## src/eeprom_pkg.sv

```systemverilog
package eeprom_pkg;

    localparam int ADDR_W = 11;
    localparam int DATA_W = 8;

    // device-type nibble of the control byte
    localparam logic [3:0] DEV_TYPE = 4'b1010;

    // request captured from the host strobes
    typedef struct packed {
        logic              write;   // 1 write, 0 random read
        logic [ADDR_W-1:0] addr;
        logic [DATA_W-1:0] wdata;
    } eeprom_req_t;

    // result of one transaction
    typedef struct packed {
        logic [DATA_W-1:0] rdata;
        logic              nack;    // some byte we sent was not acknowledged
    } eeprom_rsp_t;

endpackage

```

## src/i2c_pkg.sv

```systemverilog
package i2c_pkg;

    // clk cycles per scl period, scl high from SAMPLE_PH on
    localparam int BIT_CLKS  = 4;
    localparam int PH_W      = $clog2(BIT_CLKS);
    localparam int SAMPLE_PH = BIT_CLKS / 2;

    // 8 data bits plus the ack slot
    localparam int BYTE_BITS = 9;
    localparam int BIT_W     = $clog2(BYTE_BITS);

    typedef enum logic [1:0] {
        OP_START,   // also used for repeated start
        OP_STOP,
        OP_WRITE,
        OP_READ
    } bus_op_e;

    typedef struct packed {
        bus_op_e    op;
        logic [7:0] data;
        logic       last;   // answer the read byte with nack
    } bus_cmd_t;

    typedef struct packed {
        logic [7:0] data;
        logic       ack_rx;
    } bus_rsp_t;

endpackage

```

## src/eeprom_ctrl.sv

```systemverilog
`timescale 1ns/1ps

module eeprom_ctrl (
    input  logic                          CLK,
    input  logic                          RESET,
    input  logic                          wr,
    input  logic                          rd,
    input  logic [eeprom_pkg::ADDR_W-1:0] addr,
    input  logic [eeprom_pkg::DATA_W-1:0] wdata,
    output logic [eeprom_pkg::DATA_W-1:0] rdata,
    output logic                          ack,
    output logic                          nack,
    output logic                          busy,
    output logic                          scl,
    output logic                          sda_oe,
    input  logic                          sda_in
);

    import eeprom_pkg::*;
    import i2c_pkg::*;

    eeprom_req_t req;
    eeprom_rsp_t rsp;
    logic start;
    logic done;
    bus_cmd_t cmd;
    bus_rsp_t brsp;
    logic cmd_go;
    logic cmd_done;

    eeprom_host_port host_port_i (
        .CLK   (CLK),
        .RESET (RESET),
        .wr    (wr),
        .rd    (rd),
        .addr  (addr),
        .wdata (wdata),
        .req   (req),
        .start (start),
        .rsp   (rsp),
        .done  (done),
        .rdata (rdata),
        .nack  (nack),
        .ack   (ack),
        .busy  (busy)
    );

    eeprom_sequencer sequencer_i (
        .CLK      (CLK),
        .RESET    (RESET),
        .req      (req),
        .start    (start),
        .rsp      (rsp),
        .done     (done),
        .cmd      (cmd),
        .cmd_go   (cmd_go),
        .cmd_done (cmd_done),
        .brsp     (brsp)
    );

    i2c_bit_engine bit_engine_i (
        .CLK      (CLK),
        .RESET    (RESET),
        .cmd      (cmd),
        .cmd_go   (cmd_go),
        .cmd_done (cmd_done),
        .brsp     (brsp),
        .scl      (scl),
        .sda_oe   (sda_oe),
        .sda_in   (sda_in)
    );

endmodule

```

## src/eeprom_host_port.sv

```systemverilog
`timescale 1ns/1ps

module eeprom_host_port (
    input  logic                           CLK,
    input  logic                           RESET,
    input  logic                           wr,
    input  logic                           rd,
    input  logic [eeprom_pkg::ADDR_W-1:0]  addr,
    input  logic [eeprom_pkg::DATA_W-1:0]  wdata,
    output eeprom_pkg::eeprom_req_t        req,
    output logic                           start,
    input  eeprom_pkg::eeprom_rsp_t        rsp,
    input  logic                           done,
    output logic [eeprom_pkg::DATA_W-1:0]  rdata,
    output logic                           nack,
    output logic                           ack,
    output logic                           busy
);

    logic accept;

    assign accept = !busy && (wr || rd);   // strobes while busy are lost

    always_ff @(posedge CLK)
    begin
        if (RESET)
        begin
            busy  <= 1'b0;
            start <= 1'b0;
            ack   <= 1'b0;
        end
        else
        begin
            start <= accept;
            ack   <= done;
            if (accept)
                busy <= 1'b1;
            else if (done)
                busy <= 1'b0;
        end
    end

    always_ff @(posedge CLK)
    begin
        if (accept)
        begin
            req.write <= wr;   // write wins over a read in the same cycle
            req.addr  <= addr;
            req.wdata <= wdata;
        end
        if (done)
        begin
            rdata <= rsp.rdata;
            nack  <= rsp.nack;
        end
    end

endmodule

```

## src/eeprom_sequencer.sv

```systemverilog
`timescale 1ns/1ps

module eeprom_sequencer (
    input  logic                    CLK,
    input  logic                    RESET,
    input  eeprom_pkg::eeprom_req_t req,
    input  logic                    start,
    output eeprom_pkg::eeprom_rsp_t rsp,
    output logic                    done,
    output i2c_pkg::bus_cmd_t       cmd,
    output logic                    cmd_go,
    input  logic                    cmd_done,
    input  i2c_pkg::bus_rsp_t       brsp
);

    import eeprom_pkg::*;
    import i2c_pkg::*;

    typedef enum logic [3:0] {
        S_IDLE,
        S_START,
        S_CTRL_W,
        S_ADDR_LO,
        S_DATA_W,
        S_RESTART,
        S_CTRL_R,
        S_READ,
        S_STOP,
        S_FINISH
    } state_e;

    state_e state;
    state_e state_nxt;
    logic issue;
    logic miss;
    logic nack_q;
    logic [DATA_W-1:0] rdata_q;

    // bus command belonging to a state
    function automatic bus_cmd_t cmd_for(input state_e s, input eeprom_req_t r);
        bus_cmd_t c;
        c.op   = OP_WRITE;
        c.data = r.wdata;
        c.last = 1'b0;
        case (s)
            S_START, S_RESTART:
                c.op = OP_START;
            S_CTRL_W:
                c.data = {DEV_TYPE, r.addr[ADDR_W-1:DATA_W], 1'b0};  // block bits + write
            S_ADDR_LO:
                c.data = r.addr[DATA_W-1:0];
            S_CTRL_R:
                c.data = {DEV_TYPE, r.addr[ADDR_W-1:DATA_W], 1'b1};
            S_READ:
            begin
                c.op   = OP_READ;
                c.last = 1'b1;   // single byte, answered with nack
            end
            S_STOP:
                c.op = OP_STOP;
            default:
                c.op = OP_WRITE;
        endcase
        return c;
    endfunction

    // a written byte came back without ack
    assign miss = cmd_done && !brsp.ack_rx &&
                  (state inside {S_CTRL_W, S_ADDR_LO, S_DATA_W, S_CTRL_R});

    always_comb
    begin
        state_nxt = state;
        case (state)
            S_IDLE:
                if (start)
                    state_nxt = S_START;
            S_START:
                if (cmd_done)
                    state_nxt = S_CTRL_W;
            S_CTRL_W:
                if (cmd_done)
                    state_nxt = miss ? S_STOP : S_ADDR_LO;
            S_ADDR_LO:
                if (cmd_done)
                begin
                    if (miss)
                        state_nxt = S_STOP;
                    else
                        state_nxt = req.write ? S_DATA_W : S_RESTART;
                end
            S_DATA_W, S_READ:
                if (cmd_done)
                    state_nxt = S_STOP;
            S_RESTART:
                if (cmd_done)
                    state_nxt = S_CTRL_R;
            S_CTRL_R:
                if (cmd_done)
                    state_nxt = miss ? S_STOP : S_READ;
            S_STOP:
                if (cmd_done)
                    state_nxt = S_FINISH;
            default:
                state_nxt = S_IDLE;   // FINISH lasts one cycle
        endcase
    end

    // every entry into a bus state launches its command
    assign issue = (state_nxt != state) && !(state_nxt inside {S_IDLE, S_FINISH});

    always_ff @(posedge CLK)
    begin
        if (RESET)
        begin
            state  <= S_IDLE;
            cmd_go <= 1'b0;
            nack_q <= 1'b0;
        end
        else
        begin
            state  <= state_nxt;
            cmd_go <= issue;
            if (state == S_IDLE && start)
                nack_q <= 1'b0;
            else if (miss)
                nack_q <= 1'b1;
        end
    end

    always_ff @(posedge CLK)
    begin
        if (issue)
            cmd <= cmd_for(state_nxt, req);
        if (state == S_READ && cmd_done)
            rdata_q <= brsp.data;
    end

    assign done = (state == S_FINISH);
    assign rsp  = '{rdata: rdata_q, nack: nack_q};

endmodule

```

## src/i2c_bit_engine.sv

```systemverilog
`timescale 1ns/1ps

module i2c_bit_engine (
    input  logic              CLK,
    input  logic              RESET,
    input  i2c_pkg::bus_cmd_t cmd,
    input  logic              cmd_go,
    output logic              cmd_done,
    output i2c_pkg::bus_rsp_t brsp,
    output logic              scl,
    output logic              sda_oe,
    input  logic              sda_in
);

    import i2c_pkg::*;

    logic active;
    bus_cmd_t cmd_q;
    logic [PH_W-1:0] phase;
    logic [BIT_W-1:0] bit_cnt;
    logic [7:0] shreg;
    logic ack_q;
    logic scl_hold;   // bus levels kept between commands
    logic oe_hold;
    logic oe_bit;
    logic last_phase;
    logic last_bit;
    logic in_byte;

    assign last_phase = (phase == PH_W'(BIT_CLKS - 1));
    assign in_byte    = (bit_cnt != BIT_W'(BYTE_BITS - 1));
    assign last_bit   = (cmd_q.op inside {OP_START, OP_STOP}) || !in_byte;
    assign cmd_done   = active && last_phase && last_bit;

    always_comb
    begin
        case (cmd_q.op)
            OP_START:
                oe_bit = last_phase;    // sda falls with scl high
            OP_STOP:
                oe_bit = !last_phase;   // sda rises with scl high
            OP_WRITE:
                oe_bit = in_byte ? !shreg[7] : 1'b0;   // msb first, then free for ack
            default:
                oe_bit = in_byte ? 1'b0 : !cmd_q.last;
        endcase
    end

    assign scl    = active ? (phase >= PH_W'(SAMPLE_PH)) : scl_hold;
    assign sda_oe = active ? oe_bit : oe_hold;
    assign brsp   = '{data: shreg, ack_rx: ack_q};

    always_ff @(posedge CLK)
    begin
        if (RESET)
        begin
            active   <= 1'b0;
            phase    <= '0;
            bit_cnt  <= '0;
            scl_hold <= 1'b1;
            oe_hold  <= 1'b0;
        end
        else if (!active)
        begin
            if (cmd_go)
            begin
                active  <= 1'b1;
                phase   <= '0;
                bit_cnt <= '0;
            end
        end
        else
        begin
            phase <= last_phase ? '0 : phase + 1'b1;
            if (last_phase)
                bit_cnt <= bit_cnt + 1'b1;
            if (cmd_done)
            begin
                active   <= 1'b0;
                scl_hold <= (cmd_q.op == OP_STOP);   // only stop leaves scl high
                oe_hold  <= oe_bit;
            end
        end
    end

    always_ff @(posedge CLK)
    begin
        if (!active && cmd_go)
        begin
            cmd_q <= cmd;
            shreg <= cmd.data;
            ack_q <= 1'b0;
        end
        else if (active && in_byte)
        begin
            if (cmd_q.op == OP_READ && phase == PH_W'(SAMPLE_PH))
                shreg <= {shreg[6:0], sda_in};
            if (cmd_q.op == OP_WRITE && last_phase)
                shreg <= {shreg[6:0], 1'b0};
        end
        else if (active && cmd_q.op == OP_WRITE && phase == PH_W'(SAMPLE_PH))
            ack_q <= !sda_in;   // slave holds sda low in the ninth bit
    end

endmodule

```

## config.mk

```make
export PLATFORM = sky130hd
export DESIGN_NAME = eeprom_ctrl
export DESIGN_NICKNAME = d
export VERILOG_FILES = /design/src/eeprom_pkg.sv /design/src/i2c_pkg.sv /design/src/eeprom_ctrl.sv /design/src/eeprom_host_port.sv /design/src/eeprom_sequencer.sv /design/src/i2c_bit_engine.sv
export SDC_FILE = /design/constraint.sdc
export NUM_CORES = 1
export LEC_CHECK = 0
export BUFFER_PORTS_ARGS = -buffer_cell sky130_fd_sc_hd__buf_4
export CORE_MARGIN = 2
export CORE_UTILIZATION = 50
export DETAILED_ROUTE_END_ITERATION = 10
export PLACE_DENSITY_LB_ADDON = 0.12
export SKIP_CTS_REPAIR_TIMING = 1
export SYNTH_ARGS = -nofsm -noshare
export SYNTH_HDL_FRONTEND = slang
export SYNTH_HIERARCHICAL = 1
export SYNTH_SLANG_ARGS = --single-unit
```

## constraint.sdc

```tcl
create_clock -name CLK -period 4.95 [get_ports CLK]
set_input_delay 0 -clock CLK [delete_from_list [all_inputs] [get_ports CLK]]
set_output_delay 0 -clock CLK [all_outputs]
set_load 0.01 [all_outputs]
```

==> results_dict.tcl <==
set metrics [dict create \
    largest_fanout_on_the_critical_path 11 \
    n_antenna_cell 0 \
    max_slew.worst_pin.slew_ns 1.00 \
    tritoncts "yes" \
    timing.rr.end "sequencer_i/cmd[1]" \
    initial_utilization 0.512 \
    report.final.slew_viol_count 0 \
    routed_wirelength_microns 5250 \
    design.die.area_sq_um 7090 \
    worstPathRequired_ns 5.05 \
    cts-htree-levels 3 \
    endpoint_kind "flip-flop" \
    antenna_violating_nets_post_route 0 \
    synth_warnings 6 \
    syn-mean-instance-area_sq_um 14.1 \
    fmaxAchievable_mhz 279 \
    worst_hold_path.num_cells 2 \
    number_of_instances_in_the_synthesized_netlist 228 \
    synthDistinctLibCells 62 \
    cts-root-to-sink-buffers 2 \
    clock_transition_at_the_registers_of_the_reported_paths_ns 0.08 \
    setup_viol 0 \
    pwr-share-seq 0.594 \
    timing.slew.headroom 0.330 \
    crit_arrival_ns 3.69 \
    worst_clock_skew_ns 0.00981 \
    intPower_mw 0.971 \
    clkPwrFrac 0.338 \
    cts_made_buffers 9 \
    ios 37 \
    pre_cts_slack_ns 1.36 \
    avgRoutedWirePerCell_microns 14.1 \
    number_of_antenna_violations_at_the_first_check_in_global_routing 0 \
    place.detailed.hpwl_microns 3460 \
    finalNetCount 318 \
    placement.io_buffers 36 \
    worst_r2r_path_depth 8 \
    post-layout-total-power_mw 1.27 \
    globalRouteTotalUtil 0.157 \
    filler_cell_count 498 \
    rsz_0062_raised_after_global_routing "false" \
    design.core.area_sq_um 6280 \
    p_sw_frac 0.233 \
    power.leakage_nw 1.43 \
    clkLatencyLatePin_ns 0.35 \
    syn-cell-area_sq_um 3210 \
    fin_setup_tns_ns 0 \
    die_width_microns 84.2 \
    ys_seq_area_frac 0.670 \
    min-delay-path-class "input port to flip-flop" \
    p_comb_frac 0.068 \
    finalHoldViolations 0 \
    fp.dieH_microns 84.2 \
    post_route_cells_drive_above_1_share 0.251 \
    synth_top_flop_cell "sky130_fd_sc_hd__edfxtp_1" \
    timing.final.crit_period_ns 3.59 \
    postLayoutSetupSlackWorst_ns 1.36 \
    status "finished clean" \
    powerDensity_nw_per_um2 320 \
    area_delta_synth_final_pct 22.8 \
    fp-row-count 29 \
    syn_nets 256 \
    setup.worst_path.end "sequencer_i/cmd[1]" \
    timing.final.crit_share 0.725 \
    worst_r2r_startpoint "bit_engine_i/phase[0]" \
    synth_enable_flop_cells 59 \
    max_cap_viol_count 0 \
    pin_count_of_the_biggest_net_entering_global_routing 21 \
    reg2reg_slack_ns 1.36 \
    detailedRoute.firstPassIterationCount 4 \
    clockRootBuffer "sky130_fd_sc_hd__clkbuf_8" \
    grt_pass1_vias 1858 \
    vias 1942 \
    cts_num_sinks 78 \
    synth_seq_cells 78 \
    setup.worst_path.start "bit_engine_i/phase[0]" \
    startpoint_to_endpoint_class_of_the_critical_path "flip-flop to flip-flop" \
    async_reset_ff_frac 0 \
    gp_congestion 0.848 \
    vdd.ir_drop.worst_mv 0.207 \
    first_pass_grt_wire_length_microns 8590 \
    post-route-drc-count 0 \
    power_switching_mw 0.294 \
    route.detailed.vias_per_inst 5.22 \
    grt_overflow 0 \
    drt_iter0_markers 71 \
    crit_path_start_kind "flip-flop" \
]
==> cell usage after synthesis (2+ instances only) <==
| cell type | count | area (sq um) |
|---|---|---|
| sky130_fd_sc_hd__a21o_1 | 5 | 37.5 |
| sky130_fd_sc_hd__a21oi_1 | 12 | 60.1 |
| sky130_fd_sc_hd__a22o_1 | 5 | 43.8 |
| sky130_fd_sc_hd__a31oi_1 | 2 | 12.5 |
| sky130_fd_sc_hd__buf_2 | 3 | 15.0 |
| sky130_fd_sc_hd__buf_4 | 3 | 22.5 |
| sky130_fd_sc_hd__clkbuf_1 | 2 | 7.51 |
| sky130_fd_sc_hd__dfxtp_1 | 19 | 380 |
| sky130_fd_sc_hd__edfxtp_1 | 59 | 1770 |
| sky130_fd_sc_hd__ha_1 | 4 | 50.1 |
| sky130_fd_sc_hd__inv_1 | 7 | 26.3 |
| sky130_fd_sc_hd__inv_2 | 2 | 7.51 |
| sky130_fd_sc_hd__mux2_1 | 5 | 56.3 |
| sky130_fd_sc_hd__mux2_2 | 3 | 33.8 |
| sky130_fd_sc_hd__mux2i_1 | 3 | 30.0 |
| sky130_fd_sc_hd__nand2_1 | 8 | 30.0 |
| sky130_fd_sc_hd__nand2b_1 | 5 | 31.3 |
| sky130_fd_sc_hd__nand3_1 | 3 | 15.0 |
| sky130_fd_sc_hd__nand3b_1 | 3 | 22.5 |
| sky130_fd_sc_hd__nor2_1 | 17 | 63.8 |
| sky130_fd_sc_hd__nor2b_1 | 3 | 18.8 |
| sky130_fd_sc_hd__nor3_1 | 7 | 35.0 |
| sky130_fd_sc_hd__nor3b_1 | 2 | 15.0 |
| sky130_fd_sc_hd__o21ai_0 | 4 | 20.0 |
| sky130_fd_sc_hd__o22ai_1 | 2 | 12.5 |
| sky130_fd_sc_hd__or2b_1 | 2 | 15.0 |
| sky130_fd_sc_hd__or3_1 | 2 | 12.5 |
| sky130_fd_sc_hd__xnor2_1 | 2 | 17.5 |
==> registers in the layout, indices dropped and copies added (netlist names), 2 cells and up <==
signal / count
host_port_i/req: 20
sequencer_i/cmd: 11
bit_engine_i/shreg: 8
host_port_i/rdata: 8
sequencer_i/rdata_q: 8
bit_engine_i/bit_cnt: 4
sequencer_i/state: 4
bit_engine_i/cmd_q: 3
bit_engine_i/phase: 2
==> worst max-delay path, cell delays in order, from the launching register on <==
cell                       delay [ns]
sky130_fd_sc_hd__dfxtp_1         0.38
sky130_fd_sc_hd__ha_1            0.37
sky130_fd_sc_hd__nand2_1         0.16
sky130_fd_sc_hd__a21oi_1         0.67
sky130_fd_sc_hd__nand4b_2        0.21
sky130_fd_sc_hd__or4_4           0.54
sky130_fd_sc_hd__a311oi_4        0.56
sky130_fd_sc_hd__nor2_2          0.14
sky130_fd_sc_hd__a221o_1         0.32
==> layer usage <==
layer  vias to the layer above  part of all wire  global-route usage
li1                        989                 -                   -
met1                       884              0.43               0.198
met2                        57              0.49               0.233
met3                        12             0.055              0.0472
met4                         0             0.026               0.106
met5                         -                 0                   0
==> worst min-delay path by stage <==
stage,from,end,slack (ns)
2_1_floorplan,RESET,host_port_i/ack,0.07
3_3_place_gp,addr[10],host_port_i/req[18],0.18
3_5_place_dp,addr[3],host_port_i/req[11],0.18
4_1_cts,addr[3],host_port_i/req[11],-0.20
5_1_grt,addr[8],host_port_i/req[16],0.35
6_report,wdata[5],host_port_i/req[5],0.36
==> cell families after synthesis <==
kind of cell / count (synthesis) / share of synthesized area
buffers and inverters: 19 / 0.0292
adder cells (fa/ha/maj): 4 / 0.0156
AO/OA/AOI/OAI: 45 / 0.109
flip-flops: 78 / 0.670
AND/OR/NAND/NOR: 68 / 0.131
multiplexers: 11 / 0.0374
XOR/XNOR: 3 / 0.00818
==> through the flow <==
step / hold slack, ns / cell area, sq um / instances / utilization
after global routing: 0.349 / 3950 / 372 / 0.629
final: 0.363 / 3950 / 372 / 0.629
after CTS: -0.197 / 3710 / 348 / 0.591
after floorplan: 0.0716 / 3210 / 228 / -
after global placement: 0.178 / 3530 / 332 / 0.562
after detailed placement: 0.179 / 3530 / 332 / 0.562
==> final cells by class <==
type / instances / area (sq um) / area share
timing repair buffer: 61 / 518 / 0.131
clock buffer: 9 / 124 / 0.0314
inverter: 9 / 33.8 / 0.00856
multi-input combinational: 131 / 968 / 0.245
tap: 77 / 96.3 / 0.0244
sequential: 78 / 2150 / 0.545
clock inverter: 7 / 56.3 / 0.0143
==> power groups by stage <==
stage	sequential, mW	clock [mW]	combinational, mW
2_1_floorplan	0.760	0	0.0481
3_3_place_gp	0.767	0	0.0694
3_5_place_dp	0.767	0	0.0699
4_1_cts	0.752	0.441	0.0702
5_1_grt	0.756	0.474	0.0952
6_report	0.752	0.428	0.0856
==> cell usage in the layout (no fill, tap or decap), types with 4 or more instances in the layout <==
cell	synthesis	final
sky130_fd_sc_hd__a21o_1	5	5
sky130_fd_sc_hd__dlygate4sd3_1	0	24
sky130_fd_sc_hd__a22o_1	5	5
sky130_fd_sc_hd__o21ai_0	4	4
sky130_fd_sc_hd__dfxtp_1	19	19
sky130_fd_sc_hd__inv_1	7	7
sky130_fd_sc_hd__clkbuf_8	0	9
sky130_fd_sc_hd__nor3_1	7	7
sky130_fd_sc_hd__edfxtp_1	59	59
sky130_fd_sc_hd__ha_1	4	4
sky130_fd_sc_hd__nand2b_1	5	5
sky130_fd_sc_hd__a21oi_1	12	12
sky130_fd_sc_hd__nand2_1	8	8
sky130_fd_sc_hd__buf_4	3	37
sky130_fd_sc_hd__mux2_1	5	5
sky130_fd_sc_hd__nor2_1	17	17
(Power assumes the default switching activity.)
